==> config.mk <==
export PLATFORM = sky130hd
export DESIGN_NAME = mpls_egress_port_buffer
export DESIGN_NICKNAME = d
export VERILOG_FILES = /design/src/logic/mpls_egress_pkg.sv /design/src/logic/mpls_egress_port_buffer.sv
export SDC_FILE = /design/constraint.sdc
export NUM_CORES = 2
export LEC_CHECK = 0
export BUFFER_PORTS_ARGS = -buffer_cell sky130_fd_sc_hd__buf_4
export CORE_MARGIN = 2
export CORE_UTILIZATION = 45
export CTS_CLUSTER_DIAMETER = 40
export DETAILED_ROUTE_END_ITERATION = 10
export PLACE_DENSITY = 0.65
export SLEW_MARGIN = 10
export SYNTH_ARGS = -nofsm -noshare
export SYNTH_HDL_FRONTEND = slang
export SYNTH_SLANG_ARGS = --single-unit
export TNS_END_PERCENT = 30
==> constraint.sdc <==
create_clock -name clk -period 6.6 [get_ports clk]
set_clock_uncertainty 0.15 [all_clocks]
set_input_delay 1.32 -clock clk [delete_from_list [all_inputs] [get_ports clk]]
set_output_delay 1.32 -clock clk [all_outputs]
set_load 0.005 [all_outputs]
==> src/logic/mpls_egress_pkg.sv <==
////////////////////////////////////////
// MPLS egress shared definitions
////////////////////////////////////////

package mpls_egress_pkg;

    ////////////////////////////////////////
    // Bus and port geometry

    // Bytes per word on the wide input bus
    localparam int BUS_BYTES = 8;

    localparam int NUM_PORTS = 4;

    // Physical port widths in bytes, indexed by port number
    localparam int PORT_BYTES [NUM_PORTS] = '{1, 2, 4, 8};

    ////////////////////////////////////////
    // Buffering

    // Words per port buffer, power of two
    localparam int BUF_DEPTH = 32;

    // Largest packet in input words, stands in for the MTU
    localparam int MAX_PKT_WORDS = 16;

    ////////////////////////////////////////
    // Types

    typedef logic [BUS_BYTES*8-1:0] word_t;

    // Byte enables, contiguous from the least significant byte
    typedef logic [BUS_BYTES-1:0] keep_t;

    typedef logic [1:0] port_idx_t;

    // Word count from 0 to BUF_DEPTH inclusive
    typedef logic [5:0] level_t;

endpackage

==> src/logic/mpls_egress_port_buffer.sv <==
////////////////////////////////////////
// MPLS egress port buffer
////////////////////////////////////////

`timescale 1ns/1ps
`default_nettype none

module mpls_egress_port_buffer
    import mpls_egress_pkg::*;
(
    input  var logic   clk,
    input  var logic   reset,

    input  var logic   write,
    input  var word_t  wr_data,
    input  var keep_t  wr_keep,
    input  var logic   wr_last,

    output var logic   rd_valid,
    input  var logic   rd_ready,
    output var word_t  rd_data,
    output var keep_t  rd_keep,
    output var logic   rd_last,

    output var level_t free_words
);

    localparam int PTR_W   = $clog2(BUF_DEPTH);
    localparam int ENTRY_W = $bits(word_t) + $bits(keep_t) + 1;

    typedef logic [PTR_W-1:0] ptr_t;

    logic [ENTRY_W-1:0] mem [BUF_DEPTH];
    ptr_t               wr_ptr;
    ptr_t               rd_ptr;
    level_t             count;
    logic               do_write;
    logic               do_read;

    // Head of the queue is always on the read port
    assign rd_valid = (count != '0);
    assign {rd_last, rd_keep, rd_data} = mem[rd_ptr];

    assign free_words = level_t'(BUF_DEPTH) - count;

    assign do_write = write && (count != level_t'(BUF_DEPTH));
    assign do_read  = rd_valid && rd_ready;

    always_ff @(posedge clk) begin
        if (do_write) begin
            mem[wr_ptr] <= {wr_last, wr_keep, wr_data};
        end
    end

    // Pointers wrap naturally with a power-of-two depth
    always_ff @(posedge clk) begin
        if (reset) begin
            wr_ptr <= '0;
            rd_ptr <= '0;
            count  <= '0;
        end else begin
            if (do_write) begin
                wr_ptr <= wr_ptr + 1'b1;
            end
            if (do_read) begin
                rd_ptr <= rd_ptr + 1'b1;
            end
            case ({do_write, do_read})
                2'b10:   count <= count + 1'b1;
                2'b01:   count <= count - 1'b1;
                default: count <= count;
            endcase
        end
    end

endmodule

`default_nettype wire

==> run summary <==
Outcome: finished, final reports clean
Final wirelength: 228 mm
Die height: 452 µm
Row cnt: 164
Overall power: 38.9 mW
WP data required: 5.13 ns
Final Hold Vio Count: 0
Final antenna-violating net count: 0
Relative slew slack: 12.6%
Post-route cell area: 105000 µm²
DR pass1 iterations: 5
H-tree depth: 5
Layout cells sized above 1: 29.2%
Die footprint: 204000 µm²
Max Cap Viol: 0
Final Wtd Congestion: 0.759
Setup Total Neg Slack: 0 ns
Initial DRC count: 5100
Placement Setup Slack: 1.91 ns
Flop and latch count out of synthesis: 2357
Mean Syn Cell Area: 20.7 µm²
Crit path DAT: 4.03 ns
Vias per cell: 5.97
Width of the die: 452 µm
Crit path time final: 5.50 ns
Cell count after synthesis: 4353
Nets: 4777
Syn-to-layout area delta: 16.7%
Top Ports: 157
Worst setup SP type: flip-flop
Asr flop ratio synth: 0%
CP Capture Type: output pin
Gr ovfl total: 0
Clock sink count: 2357
CTS tree: built
Post-synthesis cell type count: 57
Setup violations, final: 0
Core area: 200000 µm²
Slew Viols, Final: 0
Clock Latency Late Sink: 0.90 ns
Total CTS buffers: 317
Power Density: 369 nW/µm²
# fillers: 15300
Cts repair resizes: 0
Number of global-route vias before repair: 45400
Final worst-path cycle share: 83.3%
Clk buf depth: 4
Largest net degree at the start of global routing: 135
Synth Flop Type: edfxtp_1
Post-detailed-route wirelength per cell: 30.1 µm
Setup WS post-layout: 1.10 ns
Sequential share of the synthesized area: 78.2%
YS warnings: 0
Commonest cells after routing, fill and taps aside: edfxtp_1 (2336), mux2_2 (327), clkbuf_16 (322)
Hpwl dp: 117 mm
Port-buffer cells: 156
RSZ-0062 raised after global routing: no
Count of flip-flops with a built-in enable after synthesis: 2336
Crit path max fanout: 30
All-Layer GR Usage: 22.1%
Clock Pin Slew Worst Setup and Hold Paths: 0.05 ns
Hold Crit Class: reg2reg
Fmax achieved: 182 MHz
Hold buffer count at cts: 0
Cell Area, Placed: 95100 µm²
DR vias: 45300
Crit path kind: reg2out
First-pass GRT wire length: 325 mm
Clk root buf: clkbuf_16
Post-synthesis cell area: 90300 µm²
Leakage: 32.5 nW
DRC violations left: 0
Initial antenna violation count: 13
Initial Util: 45.2%
Most common cell after layout, fill and taps aside: edfxtp_1
Post-Synthesis Net Count: 4439
Worst-Margin Slew: 1.31 ns
Worst hold slack: 0.424 ns
Max IR drop VDD: 0.310 mV
Post-CTS Setup Inserts: 0
==> layer usage <==
layer / global-route usage [%] / up-vias / part of all wire [%]
met5: 0 / - / 0.028
met4: 6.42 / 12 / 2.5
met3: 3.82 / 393 / 7.5
met2: 37.1 / 1914 / 50
met1: 29.5 / 24100 / 40
li1: - / 18900 / -
==> critical path, cell delays in order (launching register included) <==
cell and delay [ns]:
dfxtp_4 0.62, buf_4 0.60, buf_4 0.63, mux4_2 0.58, a22oi_1 0.27, nand4b_1 0.15, buf_4 0.16
==> where the power goes <==
part	leakage [nW]	internal (mW)	switching (mW)	total, mW
Clock	4.93	10.1	6.47	16.5
Combinational	6.39	2.52	2.98	5.50
Sequential	21.2	16.7	0.141	16.9
==> state kept, by name (all words and copies together) (netlist names), named ones only <==
register and count:
mem 2336, count 6, rd_ptr 5, wr_ptr 5
==> through the flow <==
step | utilization [%] | std cells
after floorplan | - | 4353
after global placement | 47.7 | 7028
after detailed placement | 47.7 | 7028
after CTS | 52.8 | 7580
after global routing | 52.8 | 7585
final | 52.8 | 7587
==> cell usage after synthesis, drive strengths merged, types with 10 or more instances <==
cell type	number	area share (%)
edfxtp	2336	78
mux2	327	4.1
mux4	292	7.3
mux2i	264	2.9
a22oi	200	1.7
buf	159	1.0
o22ai	119	0.82
clkbuf	95	0.39
o21ai	86	0.48
nor2	59	0.25
a211oi	54	0.45
nand2	53	0.22
a211o	40	0.39
nand3	38	0.21
nand4b	30	0.29
a21oi	27	0.15
dfxtp	21	0.47
nand4	18	0.12
nor3	16	0.094
or3	15	0.10
nor2b	12	0.083
a221oi	10	0.097
==> cells by family after synthesis <==
kind of cell,after synthesis,synth area share (%)
fa+ha+maj,9,0.125
xor+xnor,14,0.136
compound gates,557,4.23
flops,2357,78.2
mux,883,14.3
buf+inv,263,1.44
simple gates,270,1.63
==> area by class of cell <==
type	count	area, µm²	area share, %
well taps	2656	3320	3.15
diodes	7	17.5	0.0166
multi-input cells	1733	18700	17.8
repair buffers	273	2460	2.34
clock buffers	351	8170	7.75
inverters	9	38.8	0.0368
flip-flops and latches	2357	70600	67.0
clock inverters	201	2060	1.96
==> path summary, 6_finish.rpt <==
path / start / slack [ns] / to / depth (start not counted)
hold reg to reg: wr_ptr[1] / 0.42 / wr_ptr[1] / 2
hold / removal: wr_ptr[1] / 0.42 / wr_ptr[1] / 2
setup / recovery: flip-flop / 1.10 / rd_data[17] / 6
setup reg to reg: count[0] / 2.24 / mem[10][61] / 7
Power figures use the tool's default switching activity.
