<file path="config.mk">
export PLATFORM = sky130hd
export DESIGN_NAME = mpls_egress_ctrl
export DESIGN_NICKNAME = d
export VERILOG_FILES = /design/src/logic/mpls_egress_pkg.sv /design/src/logic/mpls_egress_ctrl.sv
export SDC_FILE = /design/constraint.sdc
export NUM_CORES = 1
export LEC_CHECK = 0
export BUFFER_PORTS_ARGS = -buffer_cell sky130_fd_sc_hd__buf_4
export CORE_AREA = 2 2 72 74
export DETAILED_ROUTE_END_ITERATION = 10
export DIE_AREA = 0 0 74 76
export GPL_TIMING_DRIVEN = 0
export PLACE_DENSITY = 0.69
export SKIP_LAST_GASP = 1
export SYNTH_ARGS = -nofsm -noshare
export SYNTH_HDL_FRONTEND = slang
export SYNTH_SLANG_ARGS = --single-unit
</file>
<file path="constraint.sdc">
create_clock -name clk -period 1.1 [get_ports clk]
set_input_delay 0.11 -clock clk [delete_from_list [all_inputs] [get_ports clk]]
set_output_delay 0.11 -clock clk [all_outputs]
set_load 0.1 [all_outputs]
</file>
<file path="src/logic/mpls_egress_pkg.sv">
////////////////////////////////////////
// MPLS egress shared definitions
////////////////////////////////////////

package mpls_egress_pkg;

    ////////////////////////////////////////
    // Bus and port geometry

    // Bytes per word on the wide input bus
    localparam int BUS_BYTES = 8;

    localparam int NUM_PORTS = 4;

    // Physical port widths in bytes, indexed by port number
    localparam int PORT_BYTES [NUM_PORTS] = '{1, 2, 4, 8};

    ////////////////////////////////////////
    // Buffering

    // Words per port buffer, power of two
    localparam int BUF_DEPTH = 32;

    // Largest packet in input words, stands in for the MTU
    localparam int MAX_PKT_WORDS = 16;

    ////////////////////////////////////////
    // Types

    typedef logic [BUS_BYTES*8-1:0] word_t;

    // Byte enables, contiguous from the least significant byte
    typedef logic [BUS_BYTES-1:0] keep_t;

    typedef logic [1:0] port_idx_t;

    // Word count from 0 to BUF_DEPTH inclusive
    typedef logic [5:0] level_t;

endpackage

</file>
<file path="src/logic/mpls_egress_ctrl.sv">
////////////////////////////////////////
// MPLS egress packet steering
////////////////////////////////////////

`timescale 1ns/1ps
`default_nettype none

module mpls_egress_ctrl
    import mpls_egress_pkg::*;
(
    input  var logic                 clk,
    input  var logic                 reset,

    input  var logic                 in_valid,
    input  var word_t                in_data,
    input  var keep_t                in_keep,
    input  var logic                 in_last,
    input  var port_idx_t            in_port,
    output var logic                 in_ready,

    input  var level_t               free_words [NUM_PORTS],
    output var logic [NUM_PORTS-1:0] buf_write,
    output var word_t                buf_data,
    output var keep_t                buf_keep,
    output var logic                 buf_last,

    output var logic [NUM_PORTS-1:0] overflow
);

    typedef enum logic [1:0] {IDLE, FORWARD, DROP} egress_state_t;

    egress_state_t        state_q;
    egress_state_t        state_d;
    port_idx_t            port_q;
    logic                 ready_q;
    logic                 accept;
    logic                 port_exists;
    logic                 has_room;
    logic [NUM_PORTS-1:0] overflow_d;
    logic [NUM_PORTS-1:0] overflow_q;

    assign in_ready = ready_q;
    assign accept   = in_valid && ready_q;

    // Room for a full-size packet must be guaranteed on the first word
    assign port_exists = int'(in_port) < NUM_PORTS;
    assign has_room    = port_exists && (free_words[in_port] >= level_t'(MAX_PKT_WORDS));

    // Payload goes to every buffer, only the strobe selects
    assign buf_data = in_data;
    assign buf_keep = in_keep;
    assign buf_last = in_last;

    assign overflow = overflow_q;

    ////////////////////////////////////////
    // Next state and write strobes

    always_comb begin
        state_d    = state_q;
        buf_write  = '0;
        overflow_d = '0;
        case (state_q)
            IDLE: begin
                if (accept) begin
                    if (has_room) begin
                        buf_write[in_port] = 1'b1;
                        if (!in_last) begin
                            state_d = FORWARD;
                        end
                    end else begin
                        // Unknown ports are dropped without a pulse
                        if (port_exists) begin
                            overflow_d[in_port] = 1'b1;
                        end
                        if (!in_last) begin
                            state_d = DROP;
                        end
                    end
                end
            end
            FORWARD: begin
                if (accept) begin
                    buf_write[port_q] = 1'b1;
                    if (in_last) begin
                        state_d = IDLE;
                    end
                end
            end
            DROP: begin
                if (accept && in_last) begin
                    state_d = IDLE;
                end
            end
            default: state_d = IDLE;
        endcase
    end

    ////////////////////////////////////////
    // State registers

    always_ff @(posedge clk) begin
        if (reset) begin
            state_q    <= IDLE;
            port_q     <= '0;
            ready_q    <= 1'b0;
            overflow_q <= '0;
        end else begin
            state_q    <= state_d;
            ready_q    <= 1'b1;
            overflow_q <= overflow_d;
            if (state_q == IDLE && accept) begin
                port_q <= in_port;
            end
        end
    end

endmodule

`default_nettype wire

</file>
==> results.yml, run 1 <==
clocking:
  numCtsBuffers: 3
  clkLatencyLatePin_ps: 230
  cts-root-buf: "clkbuf_8"
  clk_path_buf_depth: 2
  clk_pin_slew_worst_paths_ps: 40
  cts_tree: "built"
  cts.htree.levels: 1
  clock_sinks: 9
  hold_buffers: 0
pwr:
  p_per_area_nw_per_um2: 1185
  total_power_mw: 2.429
  peakVddDrop_mv: 0.5622
  p_leak_nw: 1.067
global_routing:
  track_usage_pct: 9.509
  antenna_found_initial: 0
  grt_pass1_vias: 1017
  grt_overflow: 0
  grt_start_max_net_pins: 9
  grt_pass1_wl_um: 4257
setup_path:
  worstSetupPathType: "register to output pin"
  critPathMaxStageDelay_ps: 490
  critPathMaxFanout: 3
  cp.required_ps: 990
  arrival_ps: 1570
  crit_chain: "inv_2, nor2_4, or4b_4, o41ai_4, buf_6"
  cp-end-kind: "output pin"
  r2r_slack_ps: -410
  critPathBufInv: 2
  start_kind: "register"
  critPathTopFamily: "simple AND/OR/NAND/NOR gates"
  slowest_stage: "or4b_4"
sta:
  skew_ps: 0.6048
  rsz0062_at_grt: "true"
  hold_viol_final: 0
  worstMarginPinSlew_ps: 476.2
  slew_headroom_pct: 68.11
  period_minus_slack_ps: 1678
  fin_crit_sh_pct: 152.6
  setup-violations-final: 12
  slew_viol_final: 0
  fmax_ghz: 0.5959
  hold_slack_ps: 99.70
  setup_slack_ps: -578.1
  finalSetupTns_ps: -4942
flow_run:
  drv_cap: 0
logic_synthesis:
  synthFlopType: "dfxtp_1"
  yosysWarningCount: 0
  synth-edff-count: 0
  ys_ff_latch: 9
  syn_inst: 122
  yosysSeqAreaShare_pct: 18.11
  synth.avg_cell_area_um2: 8.153
  synth-async-reset-ratio_pct: 0
  synth_nets: 224
  yosysUniqueCellTypes: 24
  syn-cell-area_um2: 994.7
floorplan:
  core_um2: 4912
  die_x_um: 74
  chipHeight_um: 76
  die-area_um2: 5624
  initial_utilization_pct: 20.25
  pin_count: 184
  core.rowCount: 26
run_status:
  violations: "negative setup slack"
  outcome: "complete, but fails checks"
hold_path:
  hp-class: "input port to register"
placement:
  io_buffers: 95
  dp_hpwl_um: 2588
  place.gp.congestion: 0.7454
drt:
  vias_per_cell: 3.798
  drc: 0
  route.vias.total: 1128
  routed_wl_um: 3052
  wl_per_cell_um: 10.28
  drt-initial-drc-count: 28
  ant_nets: 0
  drt-pass1-iter-count: 4
cells_and_area:
  seqCellArea_um2: 188.9
  drive_gt1_share_pct: 85.90
  fillers: 495
  diodes: 0
  multiInputGateArea_um2: 351.6
  post-route-util_pct: 41.75
  fin_nets: 330
  syn2layout_area_growth_pct: 106.2
[metal layers]
metal  global-route usage, %  share of wire (%)
met1                   8.871                 31
met2                   18.66                 52
met3                   2.381                 15
met4                   3.818                1.6
met5                       0                  0
[worst register-to-register path, cell delays in order, from the launching register on]
cell      delay, ps
dfxtp_4         360
or3_4           440
buf_6           150
buf_4           130
nand2b_4        160
nor4_2          190
[worst paths after layout]
check             start      endpoint  cells after the start
max reg2reg  state_q[1]   overflow[0]                      5
min reg2reg  state_q[1]    state_q[1]                      1
max          state_q[0]  buf_write[0]                      5
min               reset     port_q[0]                      2
[through the flow]
step	area (µm²)	setup WS, ps	std cells
6_report	2051	-578.1	297
5_1_grt	2051	-627.9	297
4_1_cts	2032	-617.1	297
3_5_place_dp	1861	-618.2	287
3_3_place_gp	1861	-612.6	287
2_1_floorplan	1060	-1267	122
[report_power, final]
part	switching, mW	leakage (nW)	internal, mW	total (mW)
Sequential	0.0110	0.0748	0.334	0.345
Combinational	1.26	0.969	0.440	1.70
Clock	0.135	0.0228	0.253	0.388
[layout by cell type (no fill, tap or decap), types with 2 or more instances in the layout]
cell / Yosys / routed
o32ai_4: 0 / 2
inv_1: 3 / 2
nor3b_2: 0 / 2
a31oi_1: 2 / 2
o21ai_0: 2 / 2
buf_4: 73 / 168
nor2_1: 7 / 6
mux2i_1: 2 / 2
dfxtp_1: 9 / 6
buf_6: 1 / 4
dfxtp_4: 0 / 2
a32o_1: 2 / 2
nor2b_1: 2 / 2
nand4_1: 2 / 2
clkbuf_8: 0 / 3
nand2_1: 3 / 3
buf_12: 0 / 3
[kinds of logic (layout without fill, tap and decap cells)]
| kind of cell | count (synthesis) | after routing | share of synthesized area [%] |
|---|---|---|---|
| DFF | 9 | 9 | 18.11 |
| muxes | 2 | 2 | 2.013 |
| buffers and inverters | 77 | 182 | 57.36 |
| AOI/OAI and AO/OA | 11 | 11 | 8.303 |
| and+or+nand+nor | 23 | 23 | 14.21 |
[state kept, by name, indices dropped and copies added (netlist names)]
register,count
in_ready,1
port_q,2
state_q,2
overflow,4
[synthesized netlist by cell type (all sizes together), types with 3 or more instances]
library cell	instances	area (µm²)
nand2	3	11.26
dfxtp	9	180.2
buf	74	559.3
nor2	7	26.28
inv	3	11.26
[area by class of cell]
class	instances	share of cell area (%)
clock buffer	4	2.196
sequential	9	9.213
buffer	73	26.72
timing repair buffer	102	39.90
tap	70	4.271
multi-input combinational	36	17.14
inverter	3	0.5491
[what timing repair did]
item | CTS | global route
pin swaps | 4 | 0
resized for setup | 18 | 7
buffers inserted | 6 | 1
endpoints found under the hold margin | 0 | 0
setup endpoints to repair | 12 | 13
No activity file was read; power rests on OpenSTA's default activity.
==> run 2: changes to the inputs <==
Settings changed: ABC_AREA set to 0, PLACE_DENSITY 0.69 to 0.79, SLEW_MARGIN set to 10.
==> run 2 against run 1 <==
  * The run still ends with negative setup slack left
  * Total power is 0.63% higher
  * Count of clock-buffer cells in the layout unchanged
  * Register-to-register slack got worse by 100 ps
  * Highest routed layer unchanged
==> results.yml, run 2 (synthesis gave the netlist of run 1 again) <==
global_routing:
  grt_pass1_wl_um: 4153
  grt_start_max_net_pins: 9
  antenna_found_initial: 0
  track_usage_pct: 9.349
  grt_overflow: 0
  grt_pass1_vias: 938
drt:
  wl_per_cell_um: 10.24
  drc: 0
  drt-pass1-iter-count: 4
  route.vias.total: 1104
  ant_nets: 0
  drt-initial-drc-count: 23
  routed_wl_um: 3062
  vias_per_cell: 3.692
sta:
  period_minus_slack_ps: 1718
  setup_slack_ps: -618.4
  skew_ps: 0.5620
  fmax_ghz: 0.5819
  slew_viol_final: 0
  hold_viol_final: 0
  setup-violations-final: 12
  fin_crit_sh_pct: 156.2
  worstMarginPinSlew_ps: 734.9
  slew_headroom_pct: 50.78
  rsz0062_at_grt: "true"
  finalSetupTns_ps: -5815
cells_and_area:
  largest_reg_flops: 4
  drive_gt1_share_pct: 85.59
  final_common_cell: "buf_4"
  fin_nets: 332
  diodes: 0
  final_cell_mix: "buf_4 (167), buf_6 (7), nor2_1 (6), dfxtp_1 (6)"
  syn2layout_area_growth_pct: 109.6
  post-route-util_pct: 42.44
run_status:
  violations: "negative setup slack"
  outcome: "complete, but fails checks"
clocking:
  numCtsBuffers: 3
  clk_path_buf_depth: 2
  hold_buffers: 0
  clock_sinks: 9
  clkLatencyLatePin_ps: 240
  clk_pin_slew_worst_paths_ps: 50
  cts_tree: "built"
  cts.htree.levels: 1
  cts-root-buf: "clkbuf_8"
setup_path:
  start_kind: "register"
  critPathBufInv: 2
  reg2reg_to: "overflow[1]"
  rr_startpoint: "state_q[1]"
  crit_chain: "inv_1, nor2_2, or4b_4, o41ai_4, buf_6"
  cp-end-kind: "output pin"
  arrival_ps: 1610
  critPathMaxStageDelay_ps: 490
  worstSetupPathType: "register to output pin"
  critPathMaxFanout: 3
  critPathTopFamily: "simple AND/OR/NAND/NOR gates"
  rr_worst_depth: 7
  r2r_slack_ps: -510
  slowest_stage: "or4b_4"
  cp.required_ps: 990
placement:
  io_buffers: 95
  dp_slack_ps: -603.0
  place.gp.congestion: 0.7340
hold_path:
  hp-class: "input port to register"
  hold_path_startpoint: "reset"
  hold_depth: 2
  min_to: "port_q[0]"
floorplan:
  pin_count: 184
  initial_utilization_pct: 20.25
  die-area_um2: 5624
  die_x_um: 74
  chipHeight_um: 76
  core_um2: 4912
  core.rowCount: 26
pwr:
  p_per_area_nw_per_um2: 1173
  total_power_mw: 2.445
  p_leak_nw: 1.094
  peakVddDrop_mv: 0.5921
flow_run:
  drv_cap: 0
-- run 2: how the worst max path moves through the flow --
stage | startpoint | endpoint | slack (ps) | cells after the start
final | state_q[0] | buf_write[0] | -620 | 5
after detailed placement | state_q[0] | buf_write[0] | -600 | 5
after CTS | state_q[1] | buf_write[0] | -660 | 4
after floorplan | in_ready | buf_write[0] | -1270 | 4
after global placement | state_q[0] | buf_write[0] | -600 | 5
after global routing | state_q[0] | buf_write[0] | -700 | 5
-- run 2: per-stage QoR --
| step | area, µm² | hold slack [ps] | cells |
|---|---|---|---|
| finish | 2085 | 91.77 | 299 |
| global route | 2085 | 90.96 | 299 |
| detailed placement | 1861 | 326.0 | 287 |
| floorplan | 1060 | 181.0 | 122 |
| global placement | 1861 | 320.6 | 287 |
| CTS | 2029 | 85.07 | 297 |
-- run 2: cell type report --
cell class	instances	area, µm²
flip-flops and latches	9	188.9
plain buffers	74	559.3
clock buffers	4	45.04
well taps	70	87.58
repair buffers	103	833.3
inverters	3	11.26
multi-input cells	36	359.1
fillers	474	2828
-- run 2: report_power, final --
group / total (mW) / switching, mW / internal, mW
Combinational: 1.71 / 1.26 / 0.446
Sequential: 0.344 / 0.0102 / 0.334
Clock: 0.393 / 0.140 / 0.253
Total: 2.44 / 1.41 / 1.03
-- run 2: worst register-to-register path, stage by stage, from the launching register on --
cell and delay, ps:
dfxtp_4 340, or3_1 380, buf_6 140, buf_6 130
buf_6 110, buf_6 110, nand2b_4 170, nor3b_2 150
-- run 2: per-layer routing --
layer  global-route usage (%)  up-vias  wire, µm
li1                         -      546         -
met1                    9.274      455       881
met2                    17.77       98      1665
met3                    2.249        5       474
met4                    3.818        0        40
met5                        0        -         0
-- run 2: repair_timing --
action / 4_1_cts / 5_1_grt
endpoints found under the hold margin: 0 / 0
setup endpoints to repair: 12 / 13
pin swaps: 4 / 7
buffers inserted: 6 / 3
resized for setup: 17 / 10
==> run 3: changes to the inputs <==
Settings changed: REMOVE_ABC_BUFFERS set to 1, SETUP_SLACK_MARGIN set to 0.15.
==> run 3 against run 2 <==
  * The run still ends with negative setup slack left
  * Sequential cell count did not move
  * Sequential share of layout area rose by 10 points
  * Die area did not move
  * Cell area fell by 54%
  * Critical endpoint unchanged
==> results.yml, run 3 (synthesis gave the netlist of run 1 again) <==
cells_and_area:
  fin_nets: 184
  final_common_cell: "buf_4"
  multiInputGateArea_um2: 349.1
  syn2layout_area_growth_pct: -4.151
  seqCellArea_um2: 186.4
  layout.cells.non_filler: 151
  largest_reg_flops: 4
  diodes: 0
  final_cell_mix: "buf_4 (21), nor2_1 (6), dfxtp_1 (6), buf_6 (5)"
  fillers: 533
  drive_gt1_share_pct: 60.49
global_routing:
  grt_pass1_vias: 718
  antenna_found_initial: 0
  grt_overflow: 0
  grt_use_met3_pct: 43.39
  gr-max-usage-layer: "met2"
  grt_start_max_net_pins: 9
  track_usage_pct: 30.21
  grt.met1_usage_pct: 8.394
  grt_pass1_wl_um: 10180
  use_met2_pct: 52.50
setup_path:
  cp.required_ps: 990
  start_kind: "register"
  worstSetupPathType: "register to output pin"
  critPathMaxStageDelay_ps: 480
  arrival_ps: 1580
  critPathMaxFanout: 3
  cp-end-kind: "output pin"
  crit_chain: "inv_2, nor2_4, or4b_4, o41ai_4, buf_6"
  slowest_stage: "or4b_4"
pwr:
  total_power_mw: 0.9788
  p_leak_nw: 0.3682
  p_per_area_nw_per_um2: 1027
  peakVddDrop_mv: 0.3228
clocking:
  clock_sinks: 9
  clk_path_buf_depth: 2
  numCtsBuffers: 3
  cts-root-buf: "clkbuf_8"
  cts_tree: "built"
  cts.htree.levels: 1
  clk_pin_slew_worst_paths_ps: 40
  hold_buffers: 0
  clkLatencyLatePin_ps: 230
sta:
  fmax_ghz: 0.5916
  slew_viol_final: 0
  hold_viol_final: 0
  period_minus_slack_ps: 1690
  worstMarginPinSlew_ps: 615.8
  rsz0062_at_grt: "true"
  setup_slack_ps: -590.2
  fin_crit_sh_pct: 153.7
  setup-violations-final: 12
  skew_ps: 1.444
  slew_headroom_pct: 58.75
hold_path:
  hp-class: "input port to register"
drt:
  routed_wl_um: 8654
  route.vias.total: 725
  ant_nets: 0
  drt-initial-drc-count: 20
  drt-pass1-iter-count: 3
  wl_per_cell_um: 57.31
  vias_per_cell: 4.801
  drc: 0
floorplan:
  initial_utilization_pct: 20.25
  die-area_um2: 5624
  die_x_um: 74
  core_um2: 4912
  pin_count: 184
  chipHeight_um: 76
  core.rowCount: 26
placement:
  dp_hpwl_um: 8071
  place.gp.congestion: 0.9378
  dp_slack_ps: -860.9
  io_buffers: 23
  dp_cells: 141
run_status:
  violations: "negative setup slack"
  outcome: "complete, but fails checks"
flow_run:
  drv_cap: 0
## run 3: final timing paths
check | startpoint | cells past startpoint | to | slack, ps
worst min-delay path | reset | 2 | port_q[0] | 100
worst max register to register | in_ready | 6 | overflow[0] | -490
worst min register to register | port_q[0] | 2 | port_q[0] | 580
worst max-delay path | state_q[0] | 5 | buf_write[0] | -590
## run 3: what timing repair did
item                                    in CTS  in global routing
resized for setup                           26                  9
buffers inserted                             4                  2
endpoints found under the setup margin      13                 16
cloned                                       0                  0
endpoints found under the hold margin        0                  0
pin swaps                                    4                  3
## run 3: layout make-up
cell class                      count  area share [%]
Sequential cell                     9           19.55
Tap cell                           70           9.186
Multi-Input combinational cell     36           36.61
Clock buffer                        4           4.724
Inverter                            3           1.181
Timing Repair Buffer               29           28.74
## run 3: power breakdown
part / total, mW / switching [mW] / internal (mW)
Clock: 0.374 / 0.123 / 0.252
Sequential: 0.347 / 0.0111 / 0.336
Combinational: 0.257 / 0.154 / 0.104
Total: 0.979 / 0.287 / 0.692
## run 3: worst max-delay path, delay by kind of cell, from the launching register on
kind | cells | cell delay [ps]
buf+inv | 2 | 330
flops | 1 | 350
simple gates | 2 | 590
compound gates | 1 | 70
## run 3: metal layers
metal	wire [µm]	vias up
met4	771	0
met5	0	-
met2	4458	138
met1	926	306
met3	2498	30
li1	-	251
## run 3: metrics by stage
step / util (%) / area, µm² / TNS [ps] / hold WS, ps
6_report: 19.41 / 953.4 / -4989 / 98.51
5_1_grt: 19.41 / 953.4 / -5530 / 105.0
4_1_cts: 18.36 / 902.1 / -4746 / 101.4
3_5_place_dp: 14.16 / 695.7 / -4919 / 225.0
3_3_place_gp: 14.16 / 695.7 / -4550 / 225.0
2_1_floorplan: - / 435.4 / -17930 / 181.0
