$ cat src/logic/mpls_egress_pkg.sv
////////////////////////////////////////
// MPLS egress shared definitions
////////////////////////////////////////

package mpls_egress_pkg;

    ////////////////////////////////////////
    // Bus and port geometry

    // Bytes per word on the wide input bus
    localparam int BUS_BYTES = 8;

    localparam int NUM_PORTS = 4;

    // Physical port widths in bytes, indexed by port number
    localparam int PORT_BYTES [NUM_PORTS] = '{1, 2, 4, 8};

    ////////////////////////////////////////
    // Buffering

    // Words per port buffer, power of two
    localparam int BUF_DEPTH = 32;

    // Largest packet in input words, stands in for the MTU
    localparam int MAX_PKT_WORDS = 16;

    ////////////////////////////////////////
    // Types

    typedef logic [BUS_BYTES*8-1:0] word_t;

    // Byte enables, contiguous from the least significant byte
    typedef logic [BUS_BYTES-1:0] keep_t;

    typedef logic [1:0] port_idx_t;

    // Word count from 0 to BUF_DEPTH inclusive
    typedef logic [5:0] level_t;

endpackage

$ cat src/logic/mpls_egress_width_adapt.sv
////////////////////////////////////////
// MPLS egress width down-converter
////////////////////////////////////////

`timescale 1ns/1ps
`default_nettype none

module mpls_egress_width_adapt
    import mpls_egress_pkg::*;
#(
    parameter int OUT_BYTES = 1
)(
    input  var logic                   clk,
    input  var logic                   reset,

    input  var logic                   rd_valid,
    output var logic                   rd_ready,
    input  var word_t                  rd_data,
    input  var keep_t                  rd_keep,
    input  var logic                   rd_last,

    output var logic                   out_valid,
    input  var logic                   out_ready,
    output var logic [OUT_BYTES*8-1:0] out_data,
    output var logic [OUT_BYTES-1:0]   out_keep,
    output var logic                   out_last
);

    localparam int NUM_CHUNKS = BUS_BYTES / OUT_BYTES;
    localparam int CHUNK_W    = (NUM_CHUNKS > 1) ? $clog2(NUM_CHUNKS) : 1;
    localparam int OUT_BITS   = OUT_BYTES * 8;

    word_t               word_q;
    keep_t               keep_q;
    logic                last_q;
    logic                full_q;
    logic [CHUNK_W-1:0]  idx_q;
    logic [NUM_CHUNKS:0] chunk_used;
    logic                chunk_end;
    logic                load;

    // One flag per chunk with any byte enabled, plus a zero sentinel
    always_comb begin
        chunk_used = '0;
        for (int i = 0; i < NUM_CHUNKS; i++) begin
            chunk_used[i] = |keep_q[i*OUT_BYTES +: OUT_BYTES];
        end
    end

    // Keep is contiguous, so the first empty chunk ends the word
    assign chunk_end = !chunk_used[int'(idx_q) + 1];

    assign out_valid = full_q;
    assign out_data  = word_q[int'(idx_q)*OUT_BITS +: OUT_BITS];
    assign out_keep  = keep_q[int'(idx_q)*OUT_BYTES +: OUT_BYTES];
    assign out_last  = last_q && chunk_end;

    // Next word may load while the final chunk goes out
    assign rd_ready = !full_q || (out_ready && chunk_end);
    assign load     = rd_valid && rd_ready;

    always_ff @(posedge clk) begin
        if (load) begin
            word_q <= rd_data;
            keep_q <= rd_keep;
            last_q <= rd_last;
        end
    end

    always_ff @(posedge clk) begin
        if (reset) begin
            full_q <= 1'b0;
            idx_q  <= '0;
        end else if (load) begin
            full_q <= 1'b1;
            idx_q  <= '0;
        end else if (full_q && out_ready) begin
            if (chunk_end) begin
                full_q <= 1'b0;
            end else begin
                idx_q <= idx_q + 1'b1;
            end
        end
    end

endmodule

`default_nettype wire

$ cat config.mk
export PLATFORM = sky130hd
export DESIGN_NAME = mpls_egress_width_adapt
export DESIGN_NICKNAME = d
export VERILOG_FILES = /design/src/logic/mpls_egress_pkg.sv /design/src/logic/mpls_egress_width_adapt.sv
export SDC_FILE = /design/constraint.sdc
export NUM_CORES = 1
export LEC_CHECK = 0
export ABC_AREA = 1
export BUFFER_PORTS_ARGS = -buffer_cell sky130_fd_sc_hd__buf_4
export CORE_ASPECT_RATIO = 1.5
export CORE_MARGIN = 2
export CORE_UTILIZATION = 51
export DETAILED_ROUTE_END_ITERATION = 8
export PLACE_DENSITY = 0.78
export SYNTH_ARGS = -nofsm -noshare
export SYNTH_HDL_FRONTEND = slang
export SYNTH_SLANG_ARGS = --single-unit
$ cat constraint.sdc
create_clock -name clk -period 4.26 [get_ports clk]
set_input_delay 0.213 -clock clk [delete_from_list [all_inputs] [get_ports clk]]
set_output_delay 0.213 -clock clk [all_outputs]
set_load 0.02 [all_outputs]
==> Flow_metrics.wiki, run 1 <==
{| class="wikitable"
! Metric !! Value
|-
| Number of library cell types mapped by synthesis || 22
|-
| Complex-gate fraction of the synthesized area || between 9 and 10%
|-
| Total Nets Final || approximately 440
|-
| Cell breakdown of the critical path || buf_4, ha_1, inv_1, nand2_1, nand3_1, nand2_1, nand2_2, nand2_4, nand3_2, nand3_2, inv_2, buf_12
|-
| Required time of the critical path || 4.29 ns
|-
| Simple-gate share of the synthesized area || approximately 15%
|-
| Starting utilization of the core area || between 50% and 60%
|-
| Vias || around 2.3k
|-
| Total setup buffers inserted after CTS || 0
|-
| Final core utilization || approximately two thirds
|-
| Synth Net Count || between 300 and 400
|-
| Vias/cell || approximately 5.3
|-
| Site Rows || 35
|-
| First DRT Iteration DRCs || 122
|-
| Total number of yosys warnings || 0
|-
| Fraction of final layout cells with drive strength greater than 1 || roughly 34%
|-
| CTS Hold Buffers Added || 0
|-
| Critical path arrival || 2.69 ns
|-
| I/O Pins || 89
|-
| Final hold violation count || 0
|-
| First-pass GRT wire length || slightly above 10000 µm
|-
| Synth Cell Area || roughly 3200 µm²
|-
| Setup skew after layout || 0.00915 ns
|-
| Crit-path slowest cell || sky130_fd_sc_hd__inv_2
|-
| Flop pwr share || between 50% and 60%
|-
| Fraction of power spent switching nets || between 20 and 25%
|-
| Number of buffers created by CTS || 9
|-
| Level count of the clock H-tree || 3
|-
| Post-synthesis xor/xnor area fraction || 0%
|-
| Kind of critical path || register to register
|-
| Core area || slightly above 6000 µm²
|-
| Sequential share of the synthesized area || 71.4%
|-
| Total inserted antenna cells || 0
|-
| Cell area power density || about 390 nW/µm²
|-
| Critical path capture point type || register
|-
| Routed length per instance || 15.2 µm
|-
| Max-slew violation count || 0
|-
| Internal cell power || 1230 µW
|-
| Via count of the first global-routing pass || between 2k and 2.5k
|-
| Total overflow reported by the global router || 0
|-
| Buffer depth of the longest clock path || 2
|-
| Num Clock Sinks || 77
|-
| Largest family of logic cells by synthesized area || simple AND/OR/NAND/NOR gates
|-
| Part of the total power dissipated in the clock network || 32.8%
|-
| Transition time at the pin with the least slew margin || between 0.7 and 0.8 ns
|-
| Max Freq || approximately 380 MHz
|-
| Leakage power summed over all cells || between 0.0015 and 0.002 µW
|-
| TritonCTS clock tree || yes
|-
| Unrepaired setup endpoints after global routing || false
|-
| Chip Height || about 100 µm
|-
| Final-layout fill cell count || approximately 440
|-
| #FFs+latches synth || between 70 and 80
|-
| Clk Latency, worst-skew pair || roughly 0.34 ns
|-
| PostCTS Resize Cnt || 0
|-
| Synth-to-Final Area Change || 28.8%
|-
| Overall global routing resource usage || between 20% and 30%
|-
| Adder-cell area share of the yosys netlist || less than 1%
|-
| Number of standard cells after synthesis || around 270
|-
| Critical path's top delay family || buffers and inverters
|-
| Post-route insts no fill || roughly 440
|-
| Count of buffers from port buffering || 88
|-
| Minimum period implied by the final worst setup slack || 2.66 ns
|-
| Detail Route Antenna Nets || 0
|-
| Commonest cells after routing, fill and taps aside || sky130_fd_sc_hd__buf_4 (90), sky130_fd_sc_hd__edfxtp_1 (73), sky130_fd_sc_hd__nor2_1 (62)
|-
| Cell chosen for the clock root || sky130_fd_sc_hd__clkbuf_8
|-
| Final Wtd Congestion || 0.875
|-
| Fraction of synthesized area in multiplexers || 0%
|-
| Crit path launch type || register
|-
| Combinational fraction of design power || around a tenth
|-
| Setup violation total in the final timing report || 0
|-
| Length of the first detailed-routing pass in iterations || 5
|-
| Largest fanout on the critical path || 39
|-
| Run status || complete, no violations
|-
| Worst vdd ir || roughly 0.00027 V
|-
| Max-cap check violation count || 0
|-
| Total power of the final layout || 1590 µW
|-
| Die Footprint || slightly below 7000 µm²
|-
| Total instance count after detailed placement || 420
|-
| Setup TNS || 0 ns
|-
| Die Wd || between 60 and 70 µm
|-
| Slew Limit Headroom || 51.8%
|-
| Ratio of final minimum period to clock period || ~62%
|-
| Synthesized area per cell || 11.9 µm²
|-
| Pin count of the biggest net entering global routing || 43
|-
| Count of buffer and inverter cells on the critical path || 4
|-
| Commonest non-fill, non-tap cell in the layout || sky130_fd_sc_hd__buf_4
|-
| Slowest stage delay, CP || 0.54 ns
|-
| Reg clk slew, reported paths || around 0.08 ns
|-
| Post-DP HPWL || 4690 µm
|-
| Final wirelength || 6600 µm
|-
| Switching power total || between 300 and 400 µW
|-
| DRC || 0
|-
| Number of antenna violations at the first check in global routing || 0
|-
| Class of the most critical hold timing path || input port to register
|}
## sequential cells by signal, summed over array words and instances (netlist names)
| register | count |
|---|---|
| out_valid | 1 |
| word_q | 64 |
| last_q | 1 |
| idx_q | 3 |
| keep_q | 8 |
## worst register-to-register path: stages (launching register included)
cell and delay [ns]:
sky130_fd_sc_hd__dfxtp_1 0.31, sky130_fd_sc_hd__buf_4 0.24, sky130_fd_sc_hd__ha_1 0.33, sky130_fd_sc_hd__inv_1 0.12, sky130_fd_sc_hd__nand2_1 0.06, sky130_fd_sc_hd__nand3_1 0.06
sky130_fd_sc_hd__nand2_1 0.06, sky130_fd_sc_hd__nand2_2 0.07, sky130_fd_sc_hd__nand2_4 0.07, sky130_fd_sc_hd__nand3_2 0.07, sky130_fd_sc_hd__nand3_2 0.09, sky130_fd_sc_hd__inv_2 0.54
sky130_fd_sc_hd__buf_12 0.31
## routing by layer
layer,track usage [%],share of wire [%]
met3,4.47,5.5
met5,0,0
met4,11.7,3.2
met2,36.3,57
met1,22.7,35
## synth_stat cells
library cell,instances,area [µm²]
sky130_fd_sc_hd__a21oi_1,2,10.0
sky130_fd_sc_hd__a31oi_1,9,56.3
sky130_fd_sc_hd__buf_2,6,30.0
sky130_fd_sc_hd__buf_4,2,15.0
sky130_fd_sc_hd__clkbuf_1,4,15.0
sky130_fd_sc_hd__clkinv_2,1,5.00
sky130_fd_sc_hd__dfxtp_1,4,80.1
sky130_fd_sc_hd__edfxtp_1,73,2190
sky130_fd_sc_hd__ha_1,1,12.5
sky130_fd_sc_hd__inv_1,11,41.3
sky130_fd_sc_hd__inv_2,5,18.8
sky130_fd_sc_hd__nand2_1,26,97.6
sky130_fd_sc_hd__nand2_2,3,18.8
sky130_fd_sc_hd__nand2_4,3,33.8
sky130_fd_sc_hd__nand3_1,1,5.00
sky130_fd_sc_hd__nand3_2,4,40.0
sky130_fd_sc_hd__nand3b_4,1,20.0
sky130_fd_sc_hd__nand4_1,3,18.8
sky130_fd_sc_hd__nor2_1,62,233
sky130_fd_sc_hd__o21ai_0,31,155
sky130_fd_sc_hd__o21ai_1,6,30.0
sky130_fd_sc_hd__o22ai_1,9,56.3
## stage by stage
stage / hold WS (ns) / setup WS (ns) / area, µm²
2_1_floorplan: 0.312 / 1.21 / 3180
3_3_place_gp: 0.392 / 1.67 / 3910
3_5_place_dp: 0.392 / 1.60 / 3910
4_1_cts: 0.0294 / 1.58 / 4100
5_1_grt: 0.0236 / 1.42 / 4100
6_report: 0.0421 / 1.60 / 4100
## power groups by stage
stage          Sequential (µW)  Clock [µW]  Combinational, µW
2_1_floorplan              918           0               72.4
3_3_place_gp               920           0                161
3_5_place_dp               920           0                163
4_1_cts                    904         534                164
5_1_grt                    907         572                177
6_report                   904         521                162
## final cells by class
type | instances | area (µm²) | area share (%)
clock buffer | 9 | 124 | 3.02
sequential | 77 | 2270 | 55.4
multi-input combinational | 161 | 787 | 19.2
tap | 74 | 92.6 | 2.26
timing repair buffer | 91 | 696 | 17.0
clock inverter | 6 | 63.8 | 1.56
inverter | 17 | 65.1 | 1.59
## cell families after synthesis
kind of cell	count (synthesis)
buf+inv	29
compound gates	57
simple gates	103
fa+ha+maj	1
flops	77
## worst paths after layout
path	cells after the start	slack, ns	start	endpoint
min reg2reg	4	0.61	idx_q[2]$_SDFFE_PP0P_	idx_q[2]$_SDFFE_PP0P_
min	1	0.04	rd_data[33]	word_q[33]$_DFFE_PP_
max	12	1.60	idx_q[1]$_SDFFE_PP0P_	last_q$_DFFE_PP_
max reg2reg	12	1.60	idx_q[1]$_SDFFE_PP0P_	last_q$_DFFE_PP_
Power figures use the tool's default switching activity.
==> inputs of run 2 (changes only) <==
Clock period 4.26 ns to 2.5 ns, I/O delays scaled along.
==> run 2 against run 1 <==
  * Clock-buffer cell count is 1 higher
  * Total power grew 84%
  * Register-to-register slack worse by 1.3 ns
  * Global-route usage up 7.3 points
  * Critical endpoint is now out_data[3]
  * Cell count rose by 18%
  * Sequential power increased by 70%
  * Largest power group unchanged
==> Flow_metrics.wiki, run 2 (same netlist as run 1, synthesis figures left out) <==
{| class="wikitable"
! Metric !! Value
|-
| Critical path's top delay family || buffers and inverters (unchanged)
|-
| Most used cell, CP || sky130_fd_sc_hd__buf_4
|-
| Commonest non-fill, non-tap cell in the layout || sky130_fd_sc_hd__buf_4 (unchanged)
|-
| PostCTS Resize Cnt || 0 (unchanged)
|-
| Slew Limit Headroom || 74.3% (was 51.8%)
|-
| Commonest cells after routing, fill and taps aside || sky130_fd_sc_hd__buf_4 (91), sky130_fd_sc_hd__dlygate4sd3_1 (73), sky130_fd_sc_hd__edfxtp_1 (73) (was sky130_fd_sc_hd__buf_4 (90), sky130_fd_sc_hd__edfxtp_1 (73), sky130_fd_sc_hd__nor2_1 (62))
|-
| Final wirelength || 9040 µm (was 6600 µm)
|-
| Length of the first detailed-routing pass in iterations || 5 (unchanged)
|-
| Unrepaired setup endpoints after global routing || false (unchanged)
|-
| Routed length per instance || 17.7 µm (was 15.2 µm)
|-
| Cell breakdown of the critical path || inv_2, buf_4, o21ai_0, o22ai_1, nor2_1, a31oi_1, buf_4 (was buf_4, ha_1, inv_1, nand2_1, nand3_1, nand2_1, nand2_2, nand2_4, nand3_2, nand3_2, inv_2, buf_12)
|-
| Leakage power summed over all cells || 0.00197 µW (was 0.00166 µW)
|-
| Max Freq || 431 MHz
|-
| TritonCTS clock tree || yes (unchanged)
|-
| Fraction of final layout cells with drive strength greater than 1 || 29.1% (was 34.1%)
|-
| Number of antenna violations at the first check in global routing || 1 (was 0)
|-
| Post-DP HPWL || 4590 µm (was 4690 µm)
|-
| Critical path capture point type || output port (was register)
|-
| Max-slew violation count || 0 (unchanged)
|-
| Ratio of final minimum period to clock period || 92.8%
|-
| Chip Height || 101 µm (unchanged)
|-
| Transition time at the pin with the least slew margin || 0.386 ns (was 0.721 ns)
|-
| Number of buffers created by CTS || 9 (unchanged)
|-
| Worst vdd ir || 0.000619 V (was 0.000273 V)
|-
| Vias/cell || 5.43 (was 5.35)
|-
| Via count of the first global-routing pass || 2809 (was 2319)
|-
| Critical path arrival || 2.20 ns (was 2.69 ns)
|-
| Cell chosen for the clock root || sky130_fd_sc_hd__clkbuf_8 (unchanged)
|-
| Final hold violation count || 0 (unchanged)
|-
| Largest fanout on the critical path || 37 (was 39)
|-
| Reg clk slew, reported paths || 0.07 ns (was 0.08 ns)
|-
| Count of buffer and inverter cells on the critical path || 3 (was 4)
|-
| Clk Latency, worst-skew pair || 0.35 ns (was 0.34 ns)
|-
| Pin count of the biggest net entering global routing || 74 (was 43)
|-
| Pre-CTS WS || 0.340 ns (was 1.60 ns)
|-
| Vias || 2780 (was 2327)
|-
| Cell area power density || 598 nW/µm² (was 387 nW/µm²)
|-
| Total setup buffers inserted after CTS || 0 (unchanged)
|-
| Core area || 6090 µm² (unchanged)
|-
| Count of buffers from port buffering || 88 (unchanged)
|-
| Final Wtd Congestion || 0.769 (was 0.875)
|-
| Total power of the final layout || 2920 µW (was 1590 µW)
|-
| Largest registers || word_q (64), keep_q (8), idx_q (3) (unchanged)
|-
| Buffer depth of the longest clock path || 2 (unchanged)
|-
| Number of cells traversed by the worst register-to-register path || 11 (was 12)
|-
| Die Footprint || 6900 µm² (unchanged)
|-
| I/O Pins || 89 (unchanged)
|-
| Minimum period implied by the final worst setup slack || 2.32 ns
|-
| Number of flip-flops under the largest register name || 64 (unchanged)
|-
| Crit-path slowest cell || sky130_fd_sc_hd__dfxtp_2 (was sky130_fd_sc_hd__inv_2)
|-
| CTS Hold Buffers Added || 73 (was 0)
|-
| Run status || complete, no violations (unchanged)
|-
| First-pass GRT wire length || 13500 µm (was 10200 µm)
|-
| Max-cap check violation count || 0 (unchanged)
|-
| Class of the most critical hold timing path || input port to register (unchanged)
|-
| Setup skew after layout || 0.00604 ns (was 0.00915 ns)
|-
| Level count of the clock H-tree || 3 (unchanged)
|-
| Crit path launch type || register (unchanged)
|-
| Synth-to-Final Area Change || 53.2% (was 28.8%)
|-
| First DRT Iteration DRCs || 201 (was 122)
|-
| Register name with the most flops || word_q (unchanged)
|-
| Kind of critical path || register to output port (was register to register)
|-
| Detail Route Antenna Nets || 0 (unchanged)
|-
| Die Wd || 68.5 µm (unchanged)
|-
| Number of cells on the worst hold path || 3 (was 1)
|-
| Final-layout fill cell count || 323 (was 436)
|-
| Path length in cells of the critical path || 7 (was 12)
|-
| Setup violation total in the final timing report || 0 (unchanged)
|-
| Site Rows || 35 (unchanged)
|-
| Required time of the critical path || 2.38 ns (was 4.29 ns)
|-
| Setup slack after layout || 0.180 ns (was 1.60 ns)
|-
| Slowest stage delay, CP || 0.44 ns (was 0.54 ns)
|-
| Total Nets Final || 509 (was 435)
|-
| DRC || 0 (unchanged)
|-
| Overall global routing resource usage || 28.1% (was 20.9%)
|-
| Num Clock Sinks || 77 (unchanged)
|-
| Total overflow reported by the global router || 0 (unchanged)
|-
| Starting utilization of the core area || 52.3% (unchanged)
|}
## run 2: cell count changes in the layout (fill, tap and decap cells not counted), moves of 2 or more
cell                            delta
sky130_fd_sc_hd__dfxtp_2           +2
sky130_fd_sc_hd__diode_2           +2
sky130_fd_sc_hd__dlygate4sd3_1    +73
sky130_fd_sc_hd__dfxtp_1           -2
## run 2: cell type report
| type | count | area [µm²] | share of cell area [%] |
|---|---|---|---|
| sequential | 77 | 2270 | 46.6 |
| timing repair buffer | 165 | 1430 | 29.4 |
| multi-input combinational | 161 | 800 | 16.4 |
| clock buffer | 10 | 128 | 2.62 |
| tap | 74 | 92.6 | 1.90 |
| clock inverter | 6 | 77.6 | 1.59 |
| inverter | 17 | 68.8 | 1.41 |
| antenna | 2 | 5.00 | 0.103 |
## run 2: worst paths after layout
path,endpoint,slack [ns],startpoint
setup / recovery,out_data[3],0.18,idx_q[0]$_SDFFE_PP0P_
hold / removal,out_valid$_SDFFE_PP0P_,0.01,rd_valid
setup reg to reg,word_q[38]$_DFFE_PP_,0.28,idx_q[0]$_SDFFE_PP0P_
hold reg to reg,idx_q[2]$_SDFFE_PP0P_,0.61,idx_q[2]$_SDFFE_PP0P_
## run 2: where the power goes
part	internal (µW)	leakage (µW)	switching, µW	total [µW]
clock network	552	0.000105	436	988
logic	208	0.00114	177	385
registers	1510	0.000731	31.2	1540
## run 2: worst reg2reg max path: stages, from the launching register on
cell and delay (ns):
sky130_fd_sc_hd__dfxtp_2 0.56, sky130_fd_sc_hd__ha_4 0.28, sky130_fd_sc_hd__inv_2 0.07, sky130_fd_sc_hd__nand2_1 0.05, sky130_fd_sc_hd__nand3_1 0.06, sky130_fd_sc_hd__nand2_1 0.06
sky130_fd_sc_hd__nand2_2 0.07, sky130_fd_sc_hd__nand2_4 0.07, sky130_fd_sc_hd__nand3_2 0.08, sky130_fd_sc_hd__nand3_2 0.12, sky130_fd_sc_hd__clkinvlp_4 0.10, sky130_fd_sc_hd__buf_12 0.32
## run 2: metrics by stage
stage | TNS, ns | hold WS [ns] | cells | utilization, % | area (µm²)
finish | 0 | 0.0149 | 512 | 80.2 | 4880
global route | 0 | 0.00915 | 512 | 80.2 | 4880
CTS | 0 | 0.00232 | 510 | 80.1 | 4870
detailed placement | 0 | 0.304 | 421 | 64.7 | 3940
global placement | 0 | 0.304 | 421 | 64.7 | 3940
floorplan | -6.07 | 0.224 | 267 | - | 3200
## run 2: routing by layer
metal  track usage, %  routed length (µm)
met1             30.7                3020
met2             49.5                5030
met3             6.48                 621
met4             13.8                 362
met5                0                   0
